===== src/vga_pkg.sv =====
package vga_pkg;

    ////////////////////////////////
    // 800x480 timing, negative sync
    ////////////////////////////////
    localparam int H_ACTIVE     = 800;
    localparam int H_SYNC_START = 824;   // 24 clocks front porch
    localparam int H_SYNC_END   = 896;   // 72 clocks of hsync
    localparam int H_TOTAL      = 992;
    localparam int V_ACTIVE     = 480;
    localparam int V_SYNC_START = 483;   // 3 lines front porch
    localparam int V_SYNC_END   = 490;   // 7 lines of vsync
    localparam int V_TOTAL      = 500;

    ////////////////////////////////
    // framebuffer geometry
    ////////////////////////////////
    localparam int FB_WIDTH       = 200;
    localparam int FB_HEIGHT      = 120;
    localparam int FB_SCALE_SHIFT = 2;                      // 4x4 screen pixels per entry
    localparam int FB_DEPTH       = FB_WIDTH * FB_HEIGHT;   // 24000

    typedef logic [9:0]  coord_t;        // screen x or y
    typedef logic [14:0] fb_addr_t;      // one bank, row major
    typedef logic [3:0]  color_index_t;
    typedef logic [3:0]  channel_t;

    typedef struct packed {
        channel_t red;
        channel_t green;
        channel_t blue;
    } rgb_t;

    // red ramps up, green ramps down, blue follows red
    localparam rgb_t PALETTE [16] = '{
        '{4'h0, 4'hf, 4'h0},
        '{4'h1, 4'he, 4'h1},
        '{4'h2, 4'hd, 4'h2},
        '{4'h3, 4'hc, 4'h3},
        '{4'h4, 4'hb, 4'h4},
        '{4'h5, 4'ha, 4'h5},
        '{4'h6, 4'h9, 4'h6},
        '{4'h7, 4'h8, 4'h7},
        '{4'h8, 4'h7, 4'h8},
        '{4'h9, 4'h6, 4'h9},
        '{4'ha, 4'h5, 4'ha},
        '{4'hb, 4'h4, 4'hb},
        '{4'hc, 4'h3, 4'hc},
        '{4'hd, 4'h2, 4'hd},
        '{4'he, 4'h1, 4'he},
        '{4'hf, 4'h0, 4'hf}
    };

endpackage


===== src/scan_if.sv =====
`timescale 1ns/1ps

// one scan position per clock, all fields of the same cycle
interface scan_if;

    vga_pkg::coord_t sx;   // horizontal position
    vga_pkg::coord_t sy;   // vertical position
    logic hsync;           // active low
    logic vsync;           // active low
    logic de;              // inside 800x480
    logic frame_end;       // last pixel of the frame

    modport source (output sx, sy, hsync, vsync, de, frame_end);
    modport sink   (input  sx, sy, hsync, vsync, de, frame_end);

endinterface


===== src/pixel_scanout.sv =====
`timescale 1ns/1ps

module pixel_scanout (
    input  logic                  clk_pix,
    input  logic                  rst_pix,
    scan_if.sink                  scan,
    output vga_pkg::fb_addr_t     rd_addr,
    input  vga_pkg::color_index_t rd_index,
    output logic                  vga_hsync,
    output logic                  vga_vsync,
    output vga_pkg::channel_t     vga_r,
    output vga_pkg::channel_t     vga_g,
    output vga_pkg::channel_t     vga_b
);

    vga_pkg::fb_addr_t fb_x;   // screen x / 4
    vga_pkg::fb_addr_t fb_y;   // screen y / 4
    logic              hsync_d;
    logic              vsync_d;
    logic              de_d;
    vga_pkg::rgb_t     color;

    //////////////////////////////
    // address generation
    //////////////////////////////
    always_comb begin
        fb_x    = vga_pkg::fb_addr_t'(scan.sx >> vga_pkg::FB_SCALE_SHIFT);
        fb_y    = vga_pkg::fb_addr_t'(scan.sy >> vga_pkg::FB_SCALE_SHIFT);
        rd_addr = vga_pkg::fb_addr_t'(fb_y * vga_pkg::FB_WIDTH + fb_x);   // row major
    end

    // stage 1: syncs wait for the bank read
    always_ff @(posedge clk_pix) begin
        if (rst_pix) begin
            hsync_d <= 1'b1;
            vsync_d <= 1'b1;
            de_d    <= 1'b0;
        end else begin
            hsync_d <= scan.hsync;
            vsync_d <= scan.vsync;
            de_d    <= scan.de;
        end
    end

    // palette lookup, black in blanking
    assign color = de_d ? vga_pkg::PALETTE[rd_index] : '0;

    //////////////////////////////
    // stage 2: output register
    //////////////////////////////
    always_ff @(posedge clk_pix) begin
        if (rst_pix) begin
            vga_hsync <= 1'b1;
            vga_vsync <= 1'b1;
            {vga_r, vga_g, vga_b} <= '0;
        end else begin
            vga_hsync <= hsync_d;
            vga_vsync <= vsync_d;
            {vga_r, vga_g, vga_b} <= color;
        end
    end

    a_rd_in_range: assert property (@(posedge clk_pix) disable iff (rst_pix)
        scan.de |-> rd_addr < vga_pkg::FB_DEPTH)
        else $error("active pixel maps outside framebuffer");

endmodule


===== src/flat_wrapper.sv =====
// flat-port wrapper written by rule: the top's interface ports become plain ports
module pixel_scanout_flat 
  (clk_pix, rst_pix, rd_addr, rd_index, vga_hsync, vga_vsync, vga_r, vga_g, vga_b, scan_sx, scan_sy, scan_hsync, scan_vsync, scan_de, scan_frame_end);
  scan_if scan_i ();
  input  logic clk_pix;
  input  logic rst_pix;
  output vga_pkg::fb_addr_t rd_addr;
  input  vga_pkg::color_index_t rd_index;
  output logic vga_hsync;
  output logic vga_vsync;
  output vga_pkg::channel_t vga_r;
  output vga_pkg::channel_t vga_g;
  output vga_pkg::channel_t vga_b;
  input wire logic [$bits(scan_i.sx)-1:0] scan_sx;
  input wire logic [$bits(scan_i.sy)-1:0] scan_sy;
  input wire logic [$bits(scan_i.hsync)-1:0] scan_hsync;
  input wire logic [$bits(scan_i.vsync)-1:0] scan_vsync;
  input wire logic [$bits(scan_i.de)-1:0] scan_de;
  input wire logic [$bits(scan_i.frame_end)-1:0] scan_frame_end;
  assign scan_i.sx = scan_sx;
  assign scan_i.sy = scan_sy;
  assign scan_i.hsync = scan_hsync;
  assign scan_i.vsync = scan_vsync;
  assign scan_i.de = scan_de;
  assign scan_i.frame_end = scan_frame_end;
  pixel_scanout u_core (.clk_pix(clk_pix), .rst_pix(rst_pix), .scan(scan_i), .rd_addr(rd_addr), .rd_index(rd_index), .vga_hsync(vga_hsync), .vga_vsync(vga_vsync), .vga_r(vga_r), .vga_g(vga_g), .vga_b(vga_b));
endmodule

===== config.mk =====
export PLATFORM = sky130hd
export DESIGN_NAME = pixel_scanout_flat
export DESIGN_NICKNAME = d
export VERILOG_FILES = /design/src/vga_pkg.sv /design/src/scan_if.sv /design/src/pixel_scanout.sv /design/src/flat_wrapper.sv
export SDC_FILE = /design/constraint.sdc
export NUM_CORES = 1
export LEC_CHECK = 0
export BUFFER_PORTS_ARGS = -buffer_cell sky130_fd_sc_hd__buf_4
export CORE_MARGIN = 1
export CORE_UTILIZATION = 43
export DETAILED_ROUTE_END_ITERATION = 10
export PLACE_DENSITY = 0.77
export SLEW_MARGIN = 20
export SYNTH_ARGS = -nofsm -noshare
export SYNTH_HDL_FRONTEND = slang
export SYNTH_SLANG_ARGS = --single-unit

===== constraint.sdc =====
create_clock -name clk_pix -period 2.5 [get_ports clk_pix]
set_input_delay 0.125 -clock clk_pix [delete_from_list [all_inputs] [get_ports clk_pix]]
set_output_delay 0.125 -clock clk_pix [all_outputs]
set_load 0.005 [all_outputs]

; ---- Word level (Yosys, flattened, before mapping)
; Memory sizes are Yosys's and may differ from the RTL's. A register that Yosys moved wholly into a read port is not among the register bits.
; Cells that the tools add are included.
[op_classes]
n_addsub = 1
n_mul = 1
bitwise_logic = 2
n_reduce_logical = 1
[ops]
columns = cell, n
row1 = 15-bit by 8-bit adder with 15-bit output, 1
row2 = "8-bit by 5-bit multiplier with 12-bit output, second input constant", 1
row3 = 4-bit NOT with 5-bit output, 1
row4 = 2-bit OR reduction, 1
row5 = 1-bit NOT, 1
[totals]
register_bits = 5
rom_bits = 192
in_bits = 30
out_inout_bits = 29
wordCells = 11
memories = 1
[memory_table]
columns = name, depth, word_bits, read_ports, rd_clocked_by_memory_dff, write_ports, line
row1 = (no name shown), 16, 12, 1, 1, 0, pixel_scanout.sv:46  ; assign color = de_d ? vga_pkg::PALETTE[rd_index] : '0;

; ---- Depth between registers and ports, before layout
; Gate-level depths: netlist of the first run.
[logic_depth]
ltp_word = 2
mapped_depth = 12
depth_no_buf = 12

; ---- Worst setup path after synthesis of the first run
; No wires, ideal clock.
[synth_timing]
path_type = input to output
startpoint = input port scan_sy[5]
endpoint = output port rd_addr[14]
arrival_ns = 2.556
t_required_ns = 2.375
setup_slack_ns = -0.181
cell_stages = 12
n_path_buf = 0
path_cell_list = ha_1 > ha_1 > inv_1 > fa_1 > inv_1 > ha_1 > o21ai_1 > a21oi_1 > nor4b_2 > a211oi_2 > nor4_2 > xnor2_1
[synth_between]
elab_chain_cells = 2
[synth_lines]
columns = element, line
row1 = start: declaration, flat_wrapper.sv:15  ; input wire logic [$bits(scan_i.sy)-1:0] scan_sy;
row2 = 8-bit by 5-bit multiplier with 12-bit output, pixel_scanout.sv:29  ; rd_addr = vga_pkg::fb_addr_t'(fb_y * vga_pkg::FB_WIDTH + fb_x);
row3 = 15-bit by 8-bit adder with 15-bit output, pixel_scanout.sv:29
row4 = end: declaration, flat_wrapper.sv:7  ; output vga_pkg::fb_addr_t rd_addr;
; Every way passes these cells.

; ---- Final worst setup path of the first run
[layout_timing]
startpoint = input port scan_sy[5]
endpoint = output port rd_addr[13]
; The elaborated chain is that of the path after synthesis.

==> flow_metrics.env, run 1 <==
export IMPL_clock_tree_root_cell="sky130_fd_sc_hd__clkbuf_4"
export IMPL_postRouteWirelength_mm=3.25
export IMPL_insertion_delay_ps=280
export IMPL_hp_start="scan_hsync"
export IMPL_synth_area_um2=1320
export IMPL_cell_chain_of_the_critical_path="buf_8 -> ha_4 -> ha_4 -> inv_2 -> fa_1 -> inv_2 -> ha_4 -> nor2_4 -> a21oi_4 -> xor2_2 -> nand3_2 -> buf_6 -> nor3_4 -> xnor2_1 -> buf_4"
export IMPL_rows=19
export IMPL_ant_nets=0
export IMPL_place_detailed_hpwl_mm=2.37
export IMPL_period_needed_ps=2780
export IMPL_setup_tns_final_ps=-884
export IMPL_critPathSlowestCell="sky130_fd_sc_hd__fa_1"
export IMPL_fp_coreArea_um2=2830
export IMPL_holdPathEnd="u_core.hsync_d"
export IMPL_n_fill_cell=182
export IMPL_critical_path_max_fanout=5
export IMPL_startpoint_type="input port"
export IMPL_post_synthesis_sequential_element_count=13
export IMPL_syn_num_nets=205
export IMPL_number_of_clock_buffers_inserted_by_tritoncts=3
export IMPL_avgRoutedWirePerCell_um=13.5
export IMPL_cts_sinks=13
export IMPL_final_setup_viol_count=4
export IMPL_final_hold_worst_slack_ps=26.2
export IMPL_setup_reg_to_reg_worst_slack_ps=1750
export IMPL_reg2reg_to="u_core.vga_r[1]"
export IMPL_netlist_cell_type_count=30
export IMPL_cp_num_buf_inv=5
export IMPL_hold_violations=0
export IMPL_setup_worst_path_end_class="output pin"
export IMPL_top_ports=59
export IMPL_drt_iter0_markers=30
export IMPL_final_util=0.750
export IMPL_synthesis_instances=140
export IMPL_portBuffers=47
export IMPL_max_cap_viol_count=0
export IMPL_tritoncts="done"
export IMPL_yosysTopAreaCellShare=0.295
export IMPL_firstDrtPassIters=7
export IMPL_finalWorstSetupSlack_ps=-282
export IMPL_timing_final_crit_share=1.11
export IMPL_initial_core_util=0.465
export IMPL_critical_path_source="scan_sy[5]"
export IMPL_regToRegStartpoint="u_core.de_d"
export IMPL_finalMaxSlewViolations=0
export IMPL_pwr_density_cell_nw_per_um2=617
export IMPL_synth_ff_type="sky130_fd_sc_hd__dfxtp_1"
export IMPL_synth_edff_count=0
export IMPL_power_static_leakage_nw=1.04
export IMPL_cts_htree_levels=1
export IMPL_grt_pass1_wl_mm=5.32
export IMPL_numPlacedInstances=228
export IMPL_final_layout_size_suffix_gt1_frac=0.519
export IMPL_grt_antenna_before_repair=0
export IMPL_synth_top_cells_by_area="sky130_fd_sc_hd__ha_1, sky130_fd_sc_hd__dfxtp_1, sky130_fd_sc_hd__xnor2_1"
export IMPL_antennaDiodeCount=0
export IMPL_die_width_um=57.3
export IMPL_clkSlewWorstSetupHoldPaths_ps=70
export IMPL_synth_mux_area_frac=0
export IMPL_mostFrequentLayoutCell="sky130_fd_sc_hd__buf_4"
export IMPL_run_status="complete, but fails checks"
export IMPL_largest_family_of_logic_cells_by_synthesized_area="adder cells"
export IMPL_hold_wc_path_type="input port to flop"
export IMPL_adder_cell_share_of_the_synthesized_area=0.356
export IMPL_ys_seq_area_frac=0.198
export IMPL_xor_and_xnor_fraction_of_the_mapped_netlist_area=0.119
export IMPL_timing_max_slew_rel_slack=0.708
export IMPL_worst_ep_required_time_ps=2380
export IMPL_global_route_usage_total=0.208
export IMPL_path_delay_family="adder cells"
export IMPL_layout_cells_most_common_list="sky130_fd_sc_hd__buf_4, sky130_fd_sc_hd__ha_1, sky130_fd_sc_hd__inv_1"
export IMPL_syn_mean_instance_area_um2=9.40
export IMPL_bufs_on_longest_clock_path=2
export IMPL_dieHeight_um=57.3
export IMPL_cpMostUsedCell="sky130_fd_sc_hd__ha_4"
export IMPL_r2r_cells=2
export IMPL_drc_errors=8
export IMPL_first_global_vias=1254
export IMPL_rsz_0062_raised_after_global_routing="true"
export IMPL_grt_start_max_net_pins=8
export IMPL_clock_skew_ps=1.27
export IMPL_library_cell_with_the_largest_summed_area_after_synthesis="sky130_fd_sc_hd__ha_1"
export IMPL_gp_congestion=0.795
export IMPL_worst_endpoint_arrival_ps=2660
export IMPL_syn_to_final_growth_pct=61.2
export IMPL_maximum_clock_frequency_mhz=360
export IMPL_cpPeakStageDelay_ps=490
export IMPL_grt_overflow_total=0
export IMPL_synth_compound_area_frac=0.0894
export IMPL_final_nets=276
export IMPL_hold_depth=2
export IMPL_synth_warnings=0
export IMPL_violations_in_the_final_reports="design-rule violations, negative setup slack"
export IMPL_design_die_area_um2=3290
export IMPL_avgViaCountPerCell=4.99
export IMPL_ir_worst_vdd_uv=425
export IMPL_synth_async_reset_ratio=0
export IMPL_worstMarginPinSlew_ps=438
export IMPL_critPathKind="input port to output pin"
export IMPL_yosys_area_share_simple=0.150
export IMPL_finalNonFillerCells=241
export IMPL_via_count=1202
-- routing by layer --
layer | GRT usage | wire length [um]
met5 | 0 | 0
met2 | 0.417 | 1820
met4 | 0.0209 | 8
met3 | 0.0363 | 113
met1 | 0.233 | 1300
-- cells in the mapped netlist, types with 2 or more instances --
cell type	count
sky130_fd_sc_hd__buf_4	7
sky130_fd_sc_hd__ha_1	31
sky130_fd_sc_hd__or2_2	4
sky130_fd_sc_hd__nand2b_1	2
sky130_fd_sc_hd__inv_1	17
sky130_fd_sc_hd__nor2b_1	3
sky130_fd_sc_hd__nand3_1	2
sky130_fd_sc_hd__o21bai_1	2
sky130_fd_sc_hd__xnor2_1	10
sky130_fd_sc_hd__xor2_1	6
sky130_fd_sc_hd__a21o_1	3
sky130_fd_sc_hd__nor3_1	2
sky130_fd_sc_hd__and2_1	4
sky130_fd_sc_hd__fa_1	4
sky130_fd_sc_hd__a21oi_1	7
sky130_fd_sc_hd__dfxtp_1	13
sky130_fd_sc_hd__nor2_1	10
-- logic make-up after synthesis --
family          after synthesis
compound gates               18
xor+xnor                     17
fa+ha+maj                    35
buf+inv                      24
flops                        13
simple gates                 33
-- stage by stage --
stage	area [um2]	worst slack, ps	power [mW]
6_report	2120	-282	1.31
4_1_cts	2060	-275	1.24
3_3_place_gp	1880	-271	0.996
3_5_place_dp	1880	-365	1.02
2_1_floorplan	1420	30.0	0.677
5_1_grt	2120	-386	1.41
-- where the power goes --
group / switching (mW) / leakage (nW) / internal (mW)
clock: 0.0657 / 0.0150 / 0.0620
combinational: 0.443 / 0.923 / 0.523
sequential: 0.00229 / 0.107 / 0.214
total: 0.511 / 1.04 / 0.799
-- worst reg2reg max path: cells and delay by family, from the launching register on --
kind             cells  cell delay [ps]
and+or+nand+nor      2              380
DFF                  1              320
-- state kept, by name, summed over array words and instances, names as in the netlist --
| register | flops |
|---|---|
| u_core.vga_g | 4 |
| u_core.vga_r | 3 |
| u_core.de_d | 1 |
| u_core.hsync_d | 1 |
| u_core.vga_b | 1 |
| u_core.vga_hsync | 1 |
| u_core.vga_vsync | 1 |
| u_core.vsync_d | 1 |
-- worst max path at each step --
| stage | endpoint | slack, ps | depth (start not counted) |
|---|---|---|---|
| CTS | rd_addr[14] | -270 | 14 |
| detailed placement | rd_addr[14] | -360 | 14 |
| global placement | rd_addr[14] | -270 | 14 |
| global route | rd_addr[14] | -390 | 14 |
| finish | rd_addr[13] | -280 | 15 |
| floorplan | rd_addr[14] | 30 | 10 |
-- area by class of cell --
class	instances	area, um2	share of cell area
multi-input cells	103	1160	0.545
flip-flops and latches	13	260	0.123
well taps	31	38.8	0.0183
repair buffers	73	577	0.272
clock buffers	4	26.3	0.0124
inverters	17	63.8	0.0301
-- what timing repair did --
action                                  CTS  global route
hold endpoints to repair                  4             0
endpoints found under the setup margin    5             5
hold buffers                              4             0
pin swaps                                18            16
cloned                                    0             0
gates resized for setup                  14            11
setup buffers                             6             4
Note: power is estimated with default switching activity, not from simulation.
==> inputs of run 2 (changes only) <==
- CELL_PAD_IN_SITES_DETAIL_PLACEMENT: not set -> 1
- CELL_PAD_IN_SITES_GLOBAL_PLACEMENT: not set -> 2
- CORE_UTILIZATION: 43 -> 24
- PLACE_DENSITY: 0.77 -> 0.76
==> run 2 against run 1 <==
  * The run ends with negative setup slack left
  * Total power is 7.1% higher
  * Sequential share of layout area shrank 0.29 points
  * Design area rose by 2.4%
  * Cell count up 14%
  * Largest cell class unchanged
  * Wire length grew 6.9%
  * Core utilization decreased by 33 points
  * Flip-flop and latch count stayed put
==> flow_metrics.env, run 2 (synthesis results as in run 1) <==
export IMPL_final_hold_worst_slack_ps=44.2
export IMPL_largest_reg_flops=4
export IMPL_tritoncts="done"
export IMPL_cpMostUsedCell="sky130_fd_sc_hd__ha_4"
export IMPL_grt_util_met1=0.135
export IMPL_maximum_clock_frequency_mhz=362
export IMPL_place_detailed_hpwl_mm=3.01
export IMPL_top_usage_layer="met2"
export IMPL_global_route_usage_total=0.125
export IMPL_cp_num_buf_inv=4
export IMPL_bufs_on_longest_clock_path=2
export IMPL_final_setup_viol_count=4
export IMPL_worst_endpoint_arrival_ps=2640
export IMPL_dieHeight_um=76.1
export IMPL_cell_chain_of_the_critical_path="buf_8 -> ha_4 -> ha_4 -> inv_2 -> fa_1 -> inv_2 -> ha_4 -> o21ai_2 -> a21oi_2 -> nor4b_2 -> a211oi_2 -> nor4_2 -> xnor2_1 -> buf_4"
export IMPL_groute_layer_met2_usage=0.257
export IMPL_finalNonFillerCells=275
export IMPL_max_cap_viol_count=0
export IMPL_first_global_vias=1304
export IMPL_rsz_0062_raised_after_global_routing="true"
export IMPL_postRouteWirelength_mm=3.47
export IMPL_portBuffers=47
export IMPL_avgViaCountPerCell=4.34
export IMPL_grt_antenna_before_repair=0
export IMPL_power_switching_share=0.362
export IMPL_via_count=1194
export IMPL_clkSlewWorstSetupHoldPaths_ps=50
export IMPL_worst_ep_required_time_ps=2380
export IMPL_final_nets=271
export IMPL_design_die_area_um2=5780
export IMPL_antennaDiodeCount=0
export IMPL_number_of_clock_buffers_inserted_by_tritoncts=3
export IMPL_drt_iter0_markers=17
export IMPL_period_needed_ps=2760
export IMPL_cts_sinks=13
export IMPL_startpoint_type="input port"
export IMPL_top_ports=59
export IMPL_power_frac_seq=0.155
export IMPL_violations_in_the_final_reports="negative setup slack"
export IMPL_avgRoutedWirePerCell_um=12.6
export IMPL_gp_congestion=0.795
export IMPL_firstDrtPassIters=4
export IMPL_finalWorstSetupSlack_ps=-262
export IMPL_power_static_leakage_nw=1.04
export IMPL_hold_violations=0
export IMPL_ir_worst_vdd_uv=246
export IMPL_ant_nets=0
export IMPL_path_delay_family="adder cells"
export IMPL_final_util=0.418
export IMPL_finalInstanceArea_um2=2170
export IMPL_cell_internal_pwr_uw=895
export IMPL_final_layout_size_suffix_gt1_frac=0.541
export IMPL_hold_wc_path_type="input port to flop"
export IMPL_clock_power_share=0.129
export IMPL_drc_errors=0
export IMPL_n_fill_cell=602
export IMPL_grt_start_max_net_pins=8
export IMPL_critical_path_max_fanout=5
export IMPL_syn_to_final_growth_pct=65.1
export IMPL_clock_skew_ps=1.53
export IMPL_layout_cells_most_common_list="sky130_fd_sc_hd__buf_4, sky130_fd_sc_hd__ha_1, sky130_fd_sc_hd__inv_1"
export IMPL_total_cell_area_at_the_placement_stage_um2=1940
export IMPL_worstMarginPinSlew_ps=453
export IMPL_pwr_density_cell_nw_per_um2=646
export IMPL_initial_core_util=0.253
export IMPL_cts_htree_levels=1
export IMPL_clock_tree_root_cell="sky130_fd_sc_hd__clkbuf_8"
export IMPL_critPathSlowestCell="sky130_fd_sc_hd__fa_1"
export IMPL_cpPeakStageDelay_ps=490
export IMPL_insertion_delay_ps=240
export IMPL_run_status="complete, but fails checks"
export IMPL_finalMaxSlewViolations=0
export IMPL_grt_overflow_total=0
export IMPL_die_width_um=76.1
export IMPL_grt_pass1_wl_mm=5.94
export IMPL_p_switching_uw=508
export IMPL_setup_reg_to_reg_worst_slack_ps=1730
export IMPL_part_of_the_total_power_dissipated_in_combinational_logic=0.716
export IMPL_timing_final_crit_share=1.10
export IMPL_gr_usage_met3=0.0180
export IMPL_fp_coreArea_um2=5200
export IMPL_numPlacedInstances=268
export IMPL_timing_max_slew_rel_slack=0.698
export IMPL_post_place_ws_ps=-359
export IMPL_rows=26
export IMPL_critPathKind="input port to output pin"
export IMPL_mostFrequentLayoutCell="sky130_fd_sc_hd__buf_4"
export IMPL_setup_worst_path_end_class="output pin"
[run 2: power groups by stage]
stage               sequential, mW  combinational [mW]  clock [mW]
floorplan                    0.222               0.455           0
detailed placement           0.222               0.839           0
global placement             0.221               0.806           0
CTS                          0.218               0.990       0.186
finish                       0.218                1.00       0.181
global route                 0.218                1.10       0.198
[run 2: final cells by class]
cell class,instances,area [um2],area share
clock buffer,4,45.0,0.0207
inverter,17,63.8,0.0294
multi-input combinational,103,1180,0.545
sequential,13,260,0.120
tap,70,87.6,0.0403
timing repair buffer,68,533,0.245
[run 2: repair_timing]
action	4_1_cts	5_1_grt
hold buffers	0	0
gates resized for setup	24	6
endpoints found under the setup margin	5	5
pin swaps	21	16
setup buffers	3	1
[run 2: path summary, 6_finish.rpt]
path,endpoint,depth (start not counted),startpoint
worst max register to register,u_core.vga_r[0],2,u_core.de_d
worst max-delay path,rd_addr[14],14,scan_sy[6]
worst min-delay path,u_core.vga_g[1],2,rd_index[1]
worst min register to register,u_core.vga_vsync,1,u_core.vsync_d
[run 2: worst register-to-register path: cells and delay by family, from the launching register on]
family	cells	cell delay, ps
flops	1	320
simple gates	2	390
[run 2: per-layer routing]
layer | up-vias | part of all wire
met5 | - | 0
li1 | 594 | -
met2 | 31 | 0.57
met1 | 567 | 0.39
met3 | 2 | 0.035
met4 | 0 | 0.0061
[run 2: per-stage QoR]
stage | setup TNS [ps] | total power [mW]
2_1_floorplan | 0 | 0.677
3_3_place_gp | -850 | 1.03
3_5_place_dp | -1120 | 1.06
4_1_cts | -725 | 1.39
5_1_grt | -1210 | 1.51
6_report | -703 | 1.40
