--- src/vga_pkg.sv ---
package vga_pkg;

    ////////////////////////////////
    // 800x480 timing, negative sync
    ////////////////////////////////
    localparam int H_ACTIVE     = 800;
    localparam int H_SYNC_START = 824;   // 24 clocks front porch
    localparam int H_SYNC_END   = 896;   // 72 clocks of hsync
    localparam int H_TOTAL      = 992;
    localparam int V_ACTIVE     = 480;
    localparam int V_SYNC_START = 483;   // 3 lines front porch
    localparam int V_SYNC_END   = 490;   // 7 lines of vsync
    localparam int V_TOTAL      = 500;

    ////////////////////////////////
    // framebuffer geometry
    ////////////////////////////////
    localparam int FB_WIDTH       = 200;
    localparam int FB_HEIGHT      = 120;
    localparam int FB_SCALE_SHIFT = 2;                      // 4x4 screen pixels per entry
    localparam int FB_DEPTH       = FB_WIDTH * FB_HEIGHT;   // 24000

    typedef logic [9:0]  coord_t;        // screen x or y
    typedef logic [14:0] fb_addr_t;      // one bank, row major
    typedef logic [3:0]  color_index_t;
    typedef logic [3:0]  channel_t;

    typedef struct packed {
        channel_t red;
        channel_t green;
        channel_t blue;
    } rgb_t;

    // red ramps up, green ramps down, blue follows red
    localparam rgb_t PALETTE [16] = '{
        '{4'h0, 4'hf, 4'h0},
        '{4'h1, 4'he, 4'h1},
        '{4'h2, 4'hd, 4'h2},
        '{4'h3, 4'hc, 4'h3},
        '{4'h4, 4'hb, 4'h4},
        '{4'h5, 4'ha, 4'h5},
        '{4'h6, 4'h9, 4'h6},
        '{4'h7, 4'h8, 4'h7},
        '{4'h8, 4'h7, 4'h8},
        '{4'h9, 4'h6, 4'h9},
        '{4'ha, 4'h5, 4'ha},
        '{4'hb, 4'h4, 4'hb},
        '{4'hc, 4'h3, 4'hc},
        '{4'hd, 4'h2, 4'hd},
        '{4'he, 4'h1, 4'he},
        '{4'hf, 4'h0, 4'hf}
    };

endpackage

--- src/scan_if.sv ---
`timescale 1ns/1ps

// one scan position per clock, all fields of the same cycle
interface scan_if;

    vga_pkg::coord_t sx;   // horizontal position
    vga_pkg::coord_t sy;   // vertical position
    logic hsync;           // active low
    logic vsync;           // active low
    logic de;              // inside 800x480
    logic frame_end;       // last pixel of the frame

    modport source (output sx, sy, hsync, vsync, de, frame_end);
    modport sink   (input  sx, sy, hsync, vsync, de, frame_end);

endinterface

--- src/display_timing.sv ---
`timescale 1ns/1ps

module display_timing (
    input logic    clk_pix,
    input logic    rst_pix,
    scan_if.source scan
);

    vga_pkg::coord_t x_nxt;
    vga_pkg::coord_t y_nxt;
    logic            line_last;

    //////////////////////////////
    // next position
    //////////////////////////////
    always_comb begin
        line_last = (scan.sx == vga_pkg::coord_t'(vga_pkg::H_TOTAL - 1));
        x_nxt     = line_last ? '0 : scan.sx + 1'b1;
        y_nxt     = scan.sy;
        if (line_last) begin
            // wrap the line counter at the bottom of the frame
            if (scan.sy == vga_pkg::coord_t'(vga_pkg::V_TOTAL - 1)) begin
                y_nxt = '0;
            end else begin
                y_nxt = scan.sy + 1'b1;
            end
        end
    end

    //////////////////////////////
    // registered scan position
    //////////////////////////////
    // flags are decoded from the next position so they line up with sx/sy
    always_ff @(posedge clk_pix) begin
        if (rst_pix) begin
            scan.sx        <= '0;
            scan.sy        <= '0;
            scan.hsync     <= 1'b1;   // inactive
            scan.vsync     <= 1'b1;
            scan.de        <= 1'b1;   // 0,0 is an active pixel
            scan.frame_end <= 1'b0;
        end else begin
            scan.sx    <= x_nxt;
            scan.sy    <= y_nxt;
            scan.hsync <= ~(x_nxt >= vga_pkg::H_SYNC_START && x_nxt < vga_pkg::H_SYNC_END);
            scan.vsync <= ~(y_nxt >= vga_pkg::V_SYNC_START && y_nxt < vga_pkg::V_SYNC_END);
            scan.de    <= (x_nxt < vga_pkg::H_ACTIVE) && (y_nxt < vga_pkg::V_ACTIVE);
            scan.frame_end <= (x_nxt == vga_pkg::coord_t'(vga_pkg::H_TOTAL - 1)) &&
                              (y_nxt == vga_pkg::coord_t'(vga_pkg::V_TOTAL - 1));
        end
    end

    // position never leaves the frame
    a_pos_in_frame: assert property (@(posedge clk_pix) disable iff (rst_pix)
        scan.sx < vga_pkg::H_TOTAL && scan.sy < vga_pkg::V_TOTAL)
        else $error("scan position outside frame");

endmodule

--- src/flat_wrapper.sv ---
// flat-port wrapper written by rule: the top's interface ports become plain ports
module display_timing_flat 
  (clk_pix, rst_pix, scan_sx, scan_sy, scan_hsync, scan_vsync, scan_de, scan_frame_end);
  scan_if scan_i ();
  input logic clk_pix;
  input logic rst_pix;
  output wire logic [$bits(scan_i.sx)-1:0] scan_sx;
  output wire logic [$bits(scan_i.sy)-1:0] scan_sy;
  output wire logic [$bits(scan_i.hsync)-1:0] scan_hsync;
  output wire logic [$bits(scan_i.vsync)-1:0] scan_vsync;
  output wire logic [$bits(scan_i.de)-1:0] scan_de;
  output wire logic [$bits(scan_i.frame_end)-1:0] scan_frame_end;
  assign scan_sx = scan_i.sx;
  assign scan_sy = scan_i.sy;
  assign scan_hsync = scan_i.hsync;
  assign scan_vsync = scan_i.vsync;
  assign scan_de = scan_i.de;
  assign scan_frame_end = scan_i.frame_end;
  display_timing u_core (.clk_pix(clk_pix), .rst_pix(rst_pix), .scan(scan_i));
endmodule
--- config.mk ---
export PLATFORM = sky130hd
export DESIGN_NAME = display_timing_flat
export DESIGN_NICKNAME = d
export VERILOG_FILES = /design/src/vga_pkg.sv /design/src/scan_if.sv /design/src/display_timing.sv /design/src/flat_wrapper.sv
export SDC_FILE = /design/constraint.sdc
export NUM_CORES = 1
export LEC_CHECK = 0
export BUFFER_PORTS_ARGS = -buffer_cell sky130_fd_sc_hd__buf_2
export CAP_MARGIN = 20
export CORE_UTILIZATION = 40
export DETAILED_ROUTE_END_ITERATION = 12
export GPL_TIMING_DRIVEN = 0
export SLEW_MARGIN = 10
export SYNTH_ARGS = -nofsm -noshare
export SYNTH_HDL_FRONTEND = slang
export SYNTH_SLANG_ARGS = --single-unit
export TNS_END_PERCENT = 20
--- constraint.sdc ---
create_clock -name clk_pix -period 3.4 [get_ports clk_pix]
set_clock_uncertainty 0.1 [all_clocks]
set_input_delay 0.17 -clock clk_pix [delete_from_list [all_inputs] [get_ports clk_pix]]
set_output_delay 0.17 -clock clk_pix [all_outputs]
set_load 0.05 [all_outputs]
# Word level (Yosys, flattened, before mapping)
# Index checks and enable logic that the tools add are counted.
[word_totals]
reg_bits = 24
wordCells = 27
[classes]
addsub = 2
magnitude_cmp = 6
n_eq_ne = 4
muxes = 3
n_bitwise = 2
reduce_logical = 4
[op_table]
columns = ["cell", "n"]
rows = [
  ["$mux 10", 3],
  ["$add 10x1->10 const B", 2],
  ["$eq 10x10->1 const B", 2],
  ["$eq 10x9->1 const B", 2],
  ["$lt 10x10->1 const B", 2],
  ["$lt 10x9->1 const B", 2],
  ["$ge 10x10->1 const B", 1],
  ["$ge 10x9->1 const B", 1],
  ["$logic_and 1x1->1", 4],
  ["$not 1->1", 2],
]

# Longest topological paths before layout
# Gate-level depths: netlist of the first run.
[logic_depth]
word_depth = 6
mapped_depth = 8
depth_no_buf = 7

# Worst setup path after synthesis of the first run
# No wires, ideal clock.
[synth_timing]
kind = "register to register"
from = "register u_core.scan.sx[0]"
to = "register u_core.scan.frame_end"
setup_ns = 0.103
arrival_ns = 2.340
setup_slack_ns = 0.856
stages_incl_launch_ff = 8
n_path_buf = 1
period_less_slack_ns = 2.544
cell_sequence = "dfxtp_1 > ha_1 > nand4_4 > buf_6 > nor4_1 > xnor2_1 > nand4b_1 > a2111oi_2"
[synth_between]
elab_chain_cells = 4
word_cells_on_any_way = 7
cone_classes = "1 x add/sub; 3 x eq/ne; 2 x mux; 1 x reduce/logical"
[synth_rtl]
columns = ["element", "line_no", "rtl"]
rows = [
  ["from (decl)", "scan_if.sv:13", "modport source (output sx, sy, hsync, vsync, de, frame_end);"],
  ["from (signal assigned)", "display_timing.sv:43", "scan.sx <= x_nxt;"],
  ["$add 10x1->10 or $eq 10x10->1 (tied branches)", "display_timing.sv:18, display_timing.sv:17", ""],
  ["$mux 10, on equally long branches", "display_timing.sv:18, display_timing.sv:20", ""],
  ["$eq 10x10->1 or $eq 10x9->1 (tied branches)", "display_timing.sv:48, display_timing.sv:49", ""],
  ["$logic_and 1x1->1 *", "display_timing.sv:48", "scan.frame_end <= (x_nxt == vga_pkg::coord_t'(vga_pkg::H_TOTAL - 1)) &&"],
  ["to (signal assigned)", "display_timing.sv:48", ""],
  ["to (decl)", "scan_if.sv:13", ""],
]
# Every way passes the cells marked *; elsewhere a longest branch is shown, timed or not.
# A chain may end at the register's enable or synchronous reset.

# Worst setup path in the final report of the first run
[layout_timing]
from = "register u_core.scan.sx[1]"
to = "register u_core.scan.frame_end"
# Same word-level chain as after synthesis.

==> results of run 1 <==
-- synthesized netlist by cell type, types with 2 or more instances --
master / number / share of area
a31oi_1: 2 / 0.0085
o211ai_1: 3 / 0.015
ha_1: 3 / 0.025
nor3_1: 5 / 0.017
nand3_1: 9 / 0.030
xnor2_1: 8 / 0.047
dfxtp_1: 24 / 0.33
nor4_1: 6 / 0.025
nand2b_1: 5 / 0.021
nor4bb_1: 2 / 0.014
inv_1: 5 / 0.013
xor2_1: 5 / 0.030
nand2_1: 14 / 0.036
o21ai_0: 6 / 0.020
nand4b_1: 2 / 0.012
clkbuf_2: 2 / 0.0068
nand4_1: 4 / 0.017
nor2_1: 25 / 0.064
and3_1: 2 / 0.0085
nor3b_1: 2 / 0.010
or3_1: 3 / 0.013
nor3_2: 2 / 0.014
mux2i_1: 2 / 0.014
buf_2: 5 / 0.017
clkbuf_1: 5 / 0.013
a21oi_1: 7 / 0.024
o31ai_1: 2 / 0.010
-- worst max-delay path: stages (launching register included) --
cell       delay [ns]
dfxtp_1          0.45
ha_1             0.39
nand4_4          0.19
nor4_1           0.43
xnor2_1          0.17
nor3_2           0.18
nand4b_1         0.21
a2111oi_2        0.31
-- metrics by stage --
| step | area [µm²] | setup WS [ns] | utilization |
|---|---|---|---|
| 6_report | 1715 | 0.8653 | 0.4984 |
| 5_1_grt | 1715 | 0.6767 | 0.4984 |
| 4_1_cts | 1715 | 0.8484 | 0.4984 |
| 3_5_place_dp | 1660 | 0.8719 | 0.4824 |
| 3_3_place_gp | 1660 | 0.9771 | 0.4824 |
| 2_1_floorplan | 1478 | 0.8561 | - |
-- cells in the final DEF, fill, tap and decap left out, types with 6 or more instances in the layout --
cell type and instances:
nor4_1 6, xnor2_1 8, o21ai_0 6, nand3_1 9
buf_2 30, a21oi_1 7, dfxtp_1 24, nor2_1 25
nand2_1 14
-- cell families after synthesis --
kind of cell | count (synthesis)
AND/OR/NAND/NOR | 90
AO/OA/AOI/OAI | 30
flip-flops | 24
buffers and inverters | 18
XOR/XNOR | 13
adder cells (fa/ha/maj) | 3
multiplexers | 2
-- worst min path at each step --
stage,end,slack [ns],cells after the start
detailed placement,u_core.scan.vsync,0.35,3
global route,u_core.scan.vsync,0.05,3
CTS,u_core.scan.vsync,0.07,3
finish,u_core.scan.vsync,0.06,3
global placement,u_core.scan.vsync,0.33,3
floorplan,u_core.scan.vsync,0.19,2
-- where the power goes --
| part | switching [µW] | leakage (µW) | internal [µW] |
|---|---|---|---|
| combinational | 31.3 | 0.000441 | 11.8 |
| clock | 92.8 | 0.0000288 | 103 |
| sequential | 5.84 | 0.000194 | 285 |
-- registers in the layout, summed over array words and instances, names as in the netlist --
register,cells
u_core.scan.frame_end,1
u_core.scan.hsync,1
u_core.scan.de,1
u_core.scan.sy,10
u_core.scan.sx,10
u_core.scan.vsync,1
-- routing by layer --
layer	global-route usage	part of all wire	up-vias
met5	0	0	-
met4	0.08721	0.018	0
met3	0.02372	0.033	8
met2	0.3084	0.46	44
met1	0.2489	0.48	648
li1	-	-	710
-- area by class of cell --
| cell class | count | area, µm² | share of cell area |
|---|---|---|---|
| well taps | 46 | 57.56 | 0.03355 |
| clock buffers | 4 | 55.05 | 0.03209 |
| flip-flops and latches | 24 | 480.5 | 0.2801 |
| multi-input cells | 138 | 913.4 | 0.5325 |
| repair buffers | 25 | 125.1 | 0.07294 |
| plain buffers | 13 | 65.06 | 0.03793 |
| inverters | 5 | 18.77 | 0.01094 |
==> impl_metrics.py, run 1 <==
metrics = {
    "setup_path": {
        "cp-start-kind": "flop",
        "rrSetupSlack_ns": 0.87,
        "worstSetupPathType": "flop to flop",
        "arrival_ns": 2.60,
        "end_kind": "flop",
        "critical_path.endpoint": "u_core.scan.frame_end",
        "cp_max_fo": 8,
        "crit_path_start": "u_core.scan.sx[1]",
        "required_ns": 3.46,
        "r2r_cells": 7,
        "r2r_end": "u_core.scan.frame_end",
        "reg2reg_from": "u_core.scan.sx[1]",
    },
    "synth": {
        "synth_simple_gate_area_frac": 0.3624,
        "syn_area_mm2": 0.001478,
        "synth_top_family_by_area": "simple AND/OR/NAND/NOR gates",
        "syn-num-nets": 185,
        "avgSynthCellArea_um2": 8.209,
        "synthXorXnorAreaFrac": 0.07705,
        "synth-compound-area-share": 0.1397,
        "synthMuxAreaShare": 0.01355,
        "synth_seq_cells": 24,
        "syn_inst": 180,
        "ys_seq_area_frac": 0.3251,
        "synth_cell_types": 47,
        "synth_warnings": 0,
        "synth-main-ff-cell": "dfxtp_1",
        "async_flop_share": 0,
        "synth_fa_ha_area_frac": 0.02540,
        "synth_edf_count": 0,
    },
    "finish": {
        "diodes": 0,
        "num-nets-final": 215,
        "areaGrowthSynthToFinish_pct": 16.09,
        "drive_above_1_share": 0.2201,
        "fillers": 349,
        "final_cells": 255,
    },
    "placed_design": {
        "hpwl_mm": 2.678,
        "place.gp.congestion": 0.8628,
        "port_buffers": 25,
        "dp_cells": 251,
    },
    "power": {
        "finalPower_uw": 530.1,
        "p_leak_uw": 0.0006640,
        "powerDensity_mw_per_mm2": 309.0,
        "vdd_drop_max_v": 0.0001563,
    },
    "sta": {
        "slew_violations": 0,
        "tns_ns": 0,
        "max_freq_ghz": 0.3945,
        "rsz0062_at_grt": "false",
        "hold_slack_ns": 0.06416,
        "max_slew_margin": 0.6479,
        "setup-violations-final": 0,
        "period_needed_ns": 2.535,
        "tightestPinTransition_ns": 0.5281,
        "fin_crit_sh": 0.7455,
        "finalHoldViolCount": 0,
    },
    "routing": {
        "vias_per_cell": 5.529,
        "post-route-drc-count": 0,
        "drt-pass1-iter-count": 4,
        "drt_iter0_markers": 113,
        "ant_nets": 0,
        "routed_wirelength_mm": 3.594,
        "vias": 1410,
        "avgRoutedWirePerCell_um": 14.09,
    },
    "die": {
        "rows": 21,
        "boundaryPins": 26,
        "initial_core_util": 0.4293,
        "coreArea_mm2": 0.003442,
        "die_area_mm2": 0.003941,
        "die_w_um": 62.78,
        "die_h_um": 62.78,
    },
    "clock_tree": {
        "cts_hold_buf": 0,
        "cts_buffers": 3,
        "cts_tree": "yes",
        "cts_sinks": 24,
        "h-tree-depth": 1,
        "clockBufferDepth": 2,
        "cts_setup_buffers": 0,
        "root_buffer": "clkbuf_8",
        "path_clk_slew_ns": 0.09,
        "clk_latency_ns": 0.27,
        "cts_resized": 0,
    },
    "global_route": {
        "grt_pass1_vias": 1341,
        "grt_max_degree": 14,
        "grt_pass1_wl_mm": 5.961,
        "antenna_found_initial": 0,
        "grt-ovfl-total": 0,
        "track_usage": 0.1899,
    },
    "hold_path": {
        "hold_start": "rst_pix",
        "min_path_type": "input pin to flop",
    },
    "flow_run": {
        "drv_cap": 0,
    },
    "status": {
        "status": "complete, no violations",
    },
}
Power figures use the tool's default switching activity.
==> run 2: changes to the inputs <==
clock period = 2.03 ns   (was 3.4 ns; I/O delays follow)
==> run 2 against run 1 <==
Net effect: the run now ends with negative setup slack left; worst setup slack worse by 0.93 ns; critical path depth stayed put; via count is 7.4% higher; largest cell class unchanged; first-iteration DRC count is 2.7% lower; maximum frequency is 21% higher; clock power is 68% higher; combinational power is 100% higher; count of clock-buffer cells in the layout stayed put.
==> impl_metrics.py, run 2 (synthesis results as in run 1) <==
metrics = {
    "status": {
        "status": "finished, violations left",
        "violations": "negative setup slack",
    },
    "setup_path": {
        "r2r_cells": 7,
        "arrival_ns": 2.15,
        "rrSetupSlack_ns": -0.07,
        "end_kind": "flop",
        "cp-start-kind": "flop",
        "reg2reg_from": "u_core.scan.sy[2]",
        "worstSetupPathType": "flop to flop",
        "r2r_end": "u_core.scan.vsync",
        "required_ns": 2.08,
        "cp_max_fo": 8,
    },
    "placed_design": {
        "dp_cells": 251,
        "place.gp.congestion": 0.8740,
        "port_buffers": 25,
        "hpwl_mm": 2.643,
    },
    "sta": {
        "tightestPinTransition_ns": 0.5191,
        "fin_ws_ns": -0.06870,
        "fin_crit_sh": 1.034,
        "rsz0062_at_grt": "true",
        "tns_ns": -0.1288,
        "hold_slack_ns": 0.4705,
        "period_needed_ns": 2.099,
        "finalHoldViolCount": 0,
        "max_slew_margin": 0.6527,
        "max_freq_ghz": 0.4765,
        "setup-violations-final": 3,
        "slew_violations": 0,
    },
    "routing": {
        "drt_iter0_markers": 110,
        "post-route-drc-count": 0,
        "vias": 1515,
        "route.met2.wl_mm": 1.998,
        "top_layer_used": "met4",
        "met3WireLength_um": 132,
        "ant_nets": 0,
        "m1WireLength_mm": 1.942,
        "vias_per_cell": 5.529,
        "drt-pass1-iter-count": 4,
        "routed_wirelength_mm": 4.132,
        "avgRoutedWirePerCell_um": 15.08,
    },
    "die": {
        "initial_core_util": 0.4293,
        "die_w_um": 62.78,
        "boundaryPins": 26,
        "die_area_mm2": 0.003941,
        "die_h_um": 62.78,
        "coreArea_mm2": 0.003442,
        "rows": 21,
    },
    "global_route": {
        "track_usage": 0.2153,
        "grt_max_degree": 14,
        "grt_pass1_vias": 1470,
        "antenna_found_initial": 0,
        "grt-ovfl-total": 0,
        "grt_pass1_wl_mm": 6.817,
    },
    "clock_tree": {
        "cts_sinks": 24,
        "cts_tree": "yes",
        "cts_buffers": 3,
        "h-tree-depth": 1,
        "path_clk_slew_ns": 0.09,
        "clockBufferDepth": 2,
        "root_buffer": "clkbuf_8",
        "clk_latency_ns": 0.27,
    },
    "power": {
        "vdd_drop_max_v": 0.0002126,
        "p_leak_uw": 0.0008145,
        "powerDensity_mw_per_mm2": 426.5,
    },
    "hold_path": {
        "hold_depth": 2,
        "min_path_type": "flop to flop",
        "hold_start": "u_core.scan.sx[0]",
        "hold_end": "u_core.scan.sx[0]",
    },
    "flow_run": {
        "drv_cap": 0,
    },
    "finish": {
        "areaGrowthSynthToFinish_pct": 42.17,
        "final_cells": 274,
        "fin_util": 0.6103,
        "fillers": 309,
        "drive_above_1_share": 0.4474,
        "diodes": 0,
        "reg_top3": "u_core.scan.sx x10, u_core.scan.sy x10",
        "final_common_cell": "buf_2",
        "final_cell_mix": "buf_2 (26), nor2_1 (25), buf_4 (21), nand2_1 (14), dfxtp_4 (12)",
        "num-nets-final": 234,
    },
}
## run 2: cell count changes in the layout (fill, tap and decap cells not counted), moves of 3 or more
cell / change
buf_4: +21
buf_6: +3
nor4_2: +3
nand3_2: +3
nand3_1: -3
dfxtp_2: +7
nor4_1: -4
buf_2: -4
dfxtp_4: +12
dfxtp_1: -19
## run 2: worst max-delay path: stages, from the launching register on
cell and delay, ns:
dfxtp_2 0.43, nand4_1 0.13, buf_6 0.15, nor4_4 0.36
xnor2_2 0.13, nor3_2 0.19, nand4b_1 0.24, nand4b_1 0.25
## run 2: layout make-up
type / instances / area (µm²) / area share
clock buffers: 4 / 55.05 / 0.02621
multi-input cells: 138 / 1056 / 0.5027
flip-flops and latches: 24 / 534.3 / 0.2543
inverters: 5 / 18.77 / 0.008934
plain buffers: 9 / 58.81 / 0.02799
repair buffers: 48 / 320.3 / 0.1525
well taps: 46 / 57.56 / 0.02740
## run 2: worst max-delay path by stage
stage,start,cells past startpoint,endpoint
2_1_floorplan,u_core.scan.sy[4],7,u_core.scan.frame_end
3_3_place_gp,u_core.scan.sx[6],7,u_core.scan.frame_end
3_5_place_dp,u_core.scan.sx[6],7,u_core.scan.frame_end
4_1_cts,u_core.scan.sx[1],7,u_core.scan.vsync
5_1_grt,u_core.scan.sx[1],7,u_core.scan.vsync
6_report,u_core.scan.sy[2],7,u_core.scan.vsync
## run 2: timing repair
action,in CTS,in global routing
pin swaps,13,4
hold endpoints to repair,1,0
gates resized for setup,18,11
setup endpoints to repair,4,5
hold buffers,1,0
buffers inserted,19,3
## run 2: through the flow
step / setup WS, ns / instance area, µm² / total power, µW
2_1_floorplan: -0.02860 / 1556 / 544.5
3_3_place_gp: -0.2194 / 1739 / 561.6
3_5_place_dp: -0.2040 / 1739 / 562.7
4_1_cts: -0.05230 / 2026 / 906.7
5_1_grt: -0.1824 / 2101 / 936.5
6_report: -0.06870 / 2101 / 895.9
## run 2: power by group
part	switching, µW	total, µW	internal (µW)
Combinational	54.9	87.2	32.3
Clock	157	330	173
Sequential	12.7	478	466
Total	225	896	671
## run 2: routing by layer
metal,up-vias,GRT usage
met5,-,0
met4,0,0.06686
met3,6,0.02372
met1,732,0.2852
met2,34,0.3641
li1,743,-
==> run 3: changes to the inputs <==
MAX_ROUTING_LAYER = met4   (was not set)
==> run 3 against run 2 <==
Net effect: final cell count decreased by 2.6%; flip-flop and latch count stayed put; register-to-register slack better by 0.04 ns; count of clock-buffer cells in the layout unchanged; critical path type unchanged; critical path depth is the same; first-iteration DRC count is 2.7% higher; maximum frequency grew 1.7%; die area stayed put; largest power group unchanged; cell area down 3.8%; the run still ends with negative setup slack left.
==> impl_metrics.py, run 3 (synthesis results as in run 1) <==
metrics = {
    "status": {
        "status": "finished, violations left",
        "violations": "negative setup slack",
    },
    "setup_path": {
        "slowest_stage": "dfxtp_4",
        "cp_max_fo": 5,
        "cp_cell_sequence": "ha_4, nand4_4, nor4_4, xnor2_1, nor3_2, nand4b_1, nand4b_1",
        "cp-start-kind": "flop",
        "required_ns": 2.07,
        "critPathMostFrequentCell": "nand4b_1",
        "r2r_cells": 7,
        "r2r_end": "u_core.scan.vsync",
        "rrSetupSlack_ns": -0.03,
        "worstSetupPathType": "flop to flop",
        "arrival_ns": 2.11,
        "end_kind": "flop",
        "reg2reg_from": "u_core.scan.sx[1]",
        "critPathMaxStageDelay_ns": 0.38,
    },
    "power": {
        "internal-power_uw": 638.4,
        "p_seq_frac": 0.564,
        "vdd_drop_max_v": 0.0002653,
        "powerDensity_mw_per_mm2": 422.3,
        "clkPwrFrac": 0.336,
        "p_leak_uw": 0.0007909,
        "netSwitchingPower_uw": 215.5,
        "sw_frac_of_total": 0.2524,
        "pwr-share-comb": 0.100,
    },
    "finish": {
        "finalInstanceArea_mm2": 0.002022,
        "drive_above_1_share": 0.4253,
        "diodes": 0,
        "final_cell_mix": "buf_2 (25), nor2_1 (24), buf_4 (16), nand2_1 (14), dfxtp_4 (10)",
        "areaGrowthSynthToFinish_pct": 36.83,
        "final_common_cell": "buf_2",
        "fin_util": 0.5874,
        "multiInputGateArea_mm2": 0.001046,
        "regArea_um2": 529.3,
        "num-nets-final": 227,
        "reg_top3": "u_core.scan.sx x10, u_core.scan.sy x10",
        "fillers": 329,
    },
    "global_route": {
        "grt_pass1_vias": 1424,
        "track_usage": 0.2110,
        "grt_max_degree": 14,
        "grt_pass1_wl_mm": 6.603,
        "antenna_found_initial": 0,
        "grt-ovfl-total": 0,
    },
    "hold_path": {
        "hold_end": "u_core.scan.sx[0]",
        "hold_start": "u_core.scan.sx[0]",
        "hold_depth": 2,
        "min_path_type": "flop to flop",
    },
    "routing": {
        "post-route-drc-count": 0,
        "ant_nets": 0,
        "vias": 1490,
        "vias_per_cell": 5.581,
        "avgRoutedWirePerCell_um": 14.36,
        "drt-pass1-iter-count": 4,
        "routed_wirelength_mm": 3.835,
        "drt_iter0_markers": 113,
    },
    "clock_tree": {
        "root_buffer": "clkbuf_8",
        "cts_buffers": 3,
        "h-tree-depth": 1,
        "clk_latency_ns": 0.26,
        "path_clk_slew_ns": 0.09,
        "cts_tree": "yes",
        "clockBufferDepth": 2,
        "cts_sinks": 24,
    },
    "sta": {
        "setup-violations-final": 2,
        "period_needed_ns": 2.063,
        "finalHoldViolCount": 0,
        "max_freq_ghz": 0.4847,
        "fin_crit_sh": 1.016,
        "tightestPinTransition_ns": 0.5581,
        "slew_violations": 0,
        "max_slew_margin": 0.6279,
        "rsz0062_at_grt": "true",
        "fin_ws_ns": -0.03315,
    },
    "die": {
        "boundaryPins": 26,
        "initial_core_util": 0.4293,
        "die_w_um": 62.78,
        "coreArea_mm2": 0.003442,
        "die_h_um": 62.78,
        "die_area_mm2": 0.003941,
        "rows": 21,
    },
    "placed_design": {
        "place_ws_ns": -0.1944,
        "place.gp.congestion": 0.8901,
        "port_buffers": 25,
        "place_area_mm2": 0.001739,
        "hpwl_mm": 2.590,
    },
    "flow_run": {
        "drv_cap": 0,
    },
}
[run 3: metrics by stage]
step                hold WS (ns)  setup TNS [ns]  power (µW)  cells
finish                    0.4558        -0.06618       854.0    267
global placement          0.2632         -0.5445       561.6    251
global route              0.4871         -0.4794       902.5    267
detailed placement        0.2618         -0.4928       563.0    251
floorplan                 0.1185        -0.03581       544.5    180
CTS                       0.4591        -0.08216       863.0    268
[run 3: worst max path at each step]
stage	from	depth (start not counted)	slack, ns	end
after floorplan	u_core.scan.sy[4]	7	-0.03	u_core.scan.frame_end
after global placement	u_core.scan.sx[6]	7	-0.23	u_core.scan.frame_end
after detailed placement	u_core.scan.sx[6]	7	-0.19	u_core.scan.frame_end
after CTS	u_core.scan.sx[1]	7	-0.05	u_core.scan.frame_end
after global routing	u_core.scan.sx[7]	8	-0.24	u_core.scan.frame_end
final	u_core.scan.sx[1]	7	-0.03	u_core.scan.vsync
[run 3: what timing repair did]
item | 4_1_cts | 5_1_grt
setup endpoints to repair | 4 | 4
hold endpoints to repair | 1 | 0
hold buffers | 1 | 0
pin swaps | 15 | 2
resized for setup | 23 | 3
setup buffers | 16 | 0
[run 3: power groups by stage]
stage / Combinational, µW / Clock [µW] / Sequential, µW
2_1_floorplan: 32.3 / 0 / 512
3_3_place_gp: 72.5 / 0 / 489
3_5_place_dp: 73.1 / 0 / 490
4_1_cts: 89.8 / 296 / 477
5_1_grt: 92.0 / 327 / 483
6_report: 85.5 / 287 / 482
[run 3: layout make-up]
class	instances	area share
buffer	8	0.02661
tap	46	0.02847
multi-input combinational	138	0.5173
inverter	5	0.009282
clock buffer	4	0.02228
timing repair buffer	42	0.1343
sequential	24	0.2618
[run 3: critical path, delay by kind of cell (launching register included)]
family                   cells  cell delay [ns]
adder cells (fa/ha/maj)      1             0.18
XOR/XNOR                     1             0.14
flip-flops                   1             0.38
AND/OR/NAND/NOR              5             1.14
[run 3: routing by layer]
layer	part of all wire	global-route usage
met1	0.48	0.2793
met2	0.47	0.3478
met3	0.038	0.02737
met4	0.0068	0.03488
met5	0	-
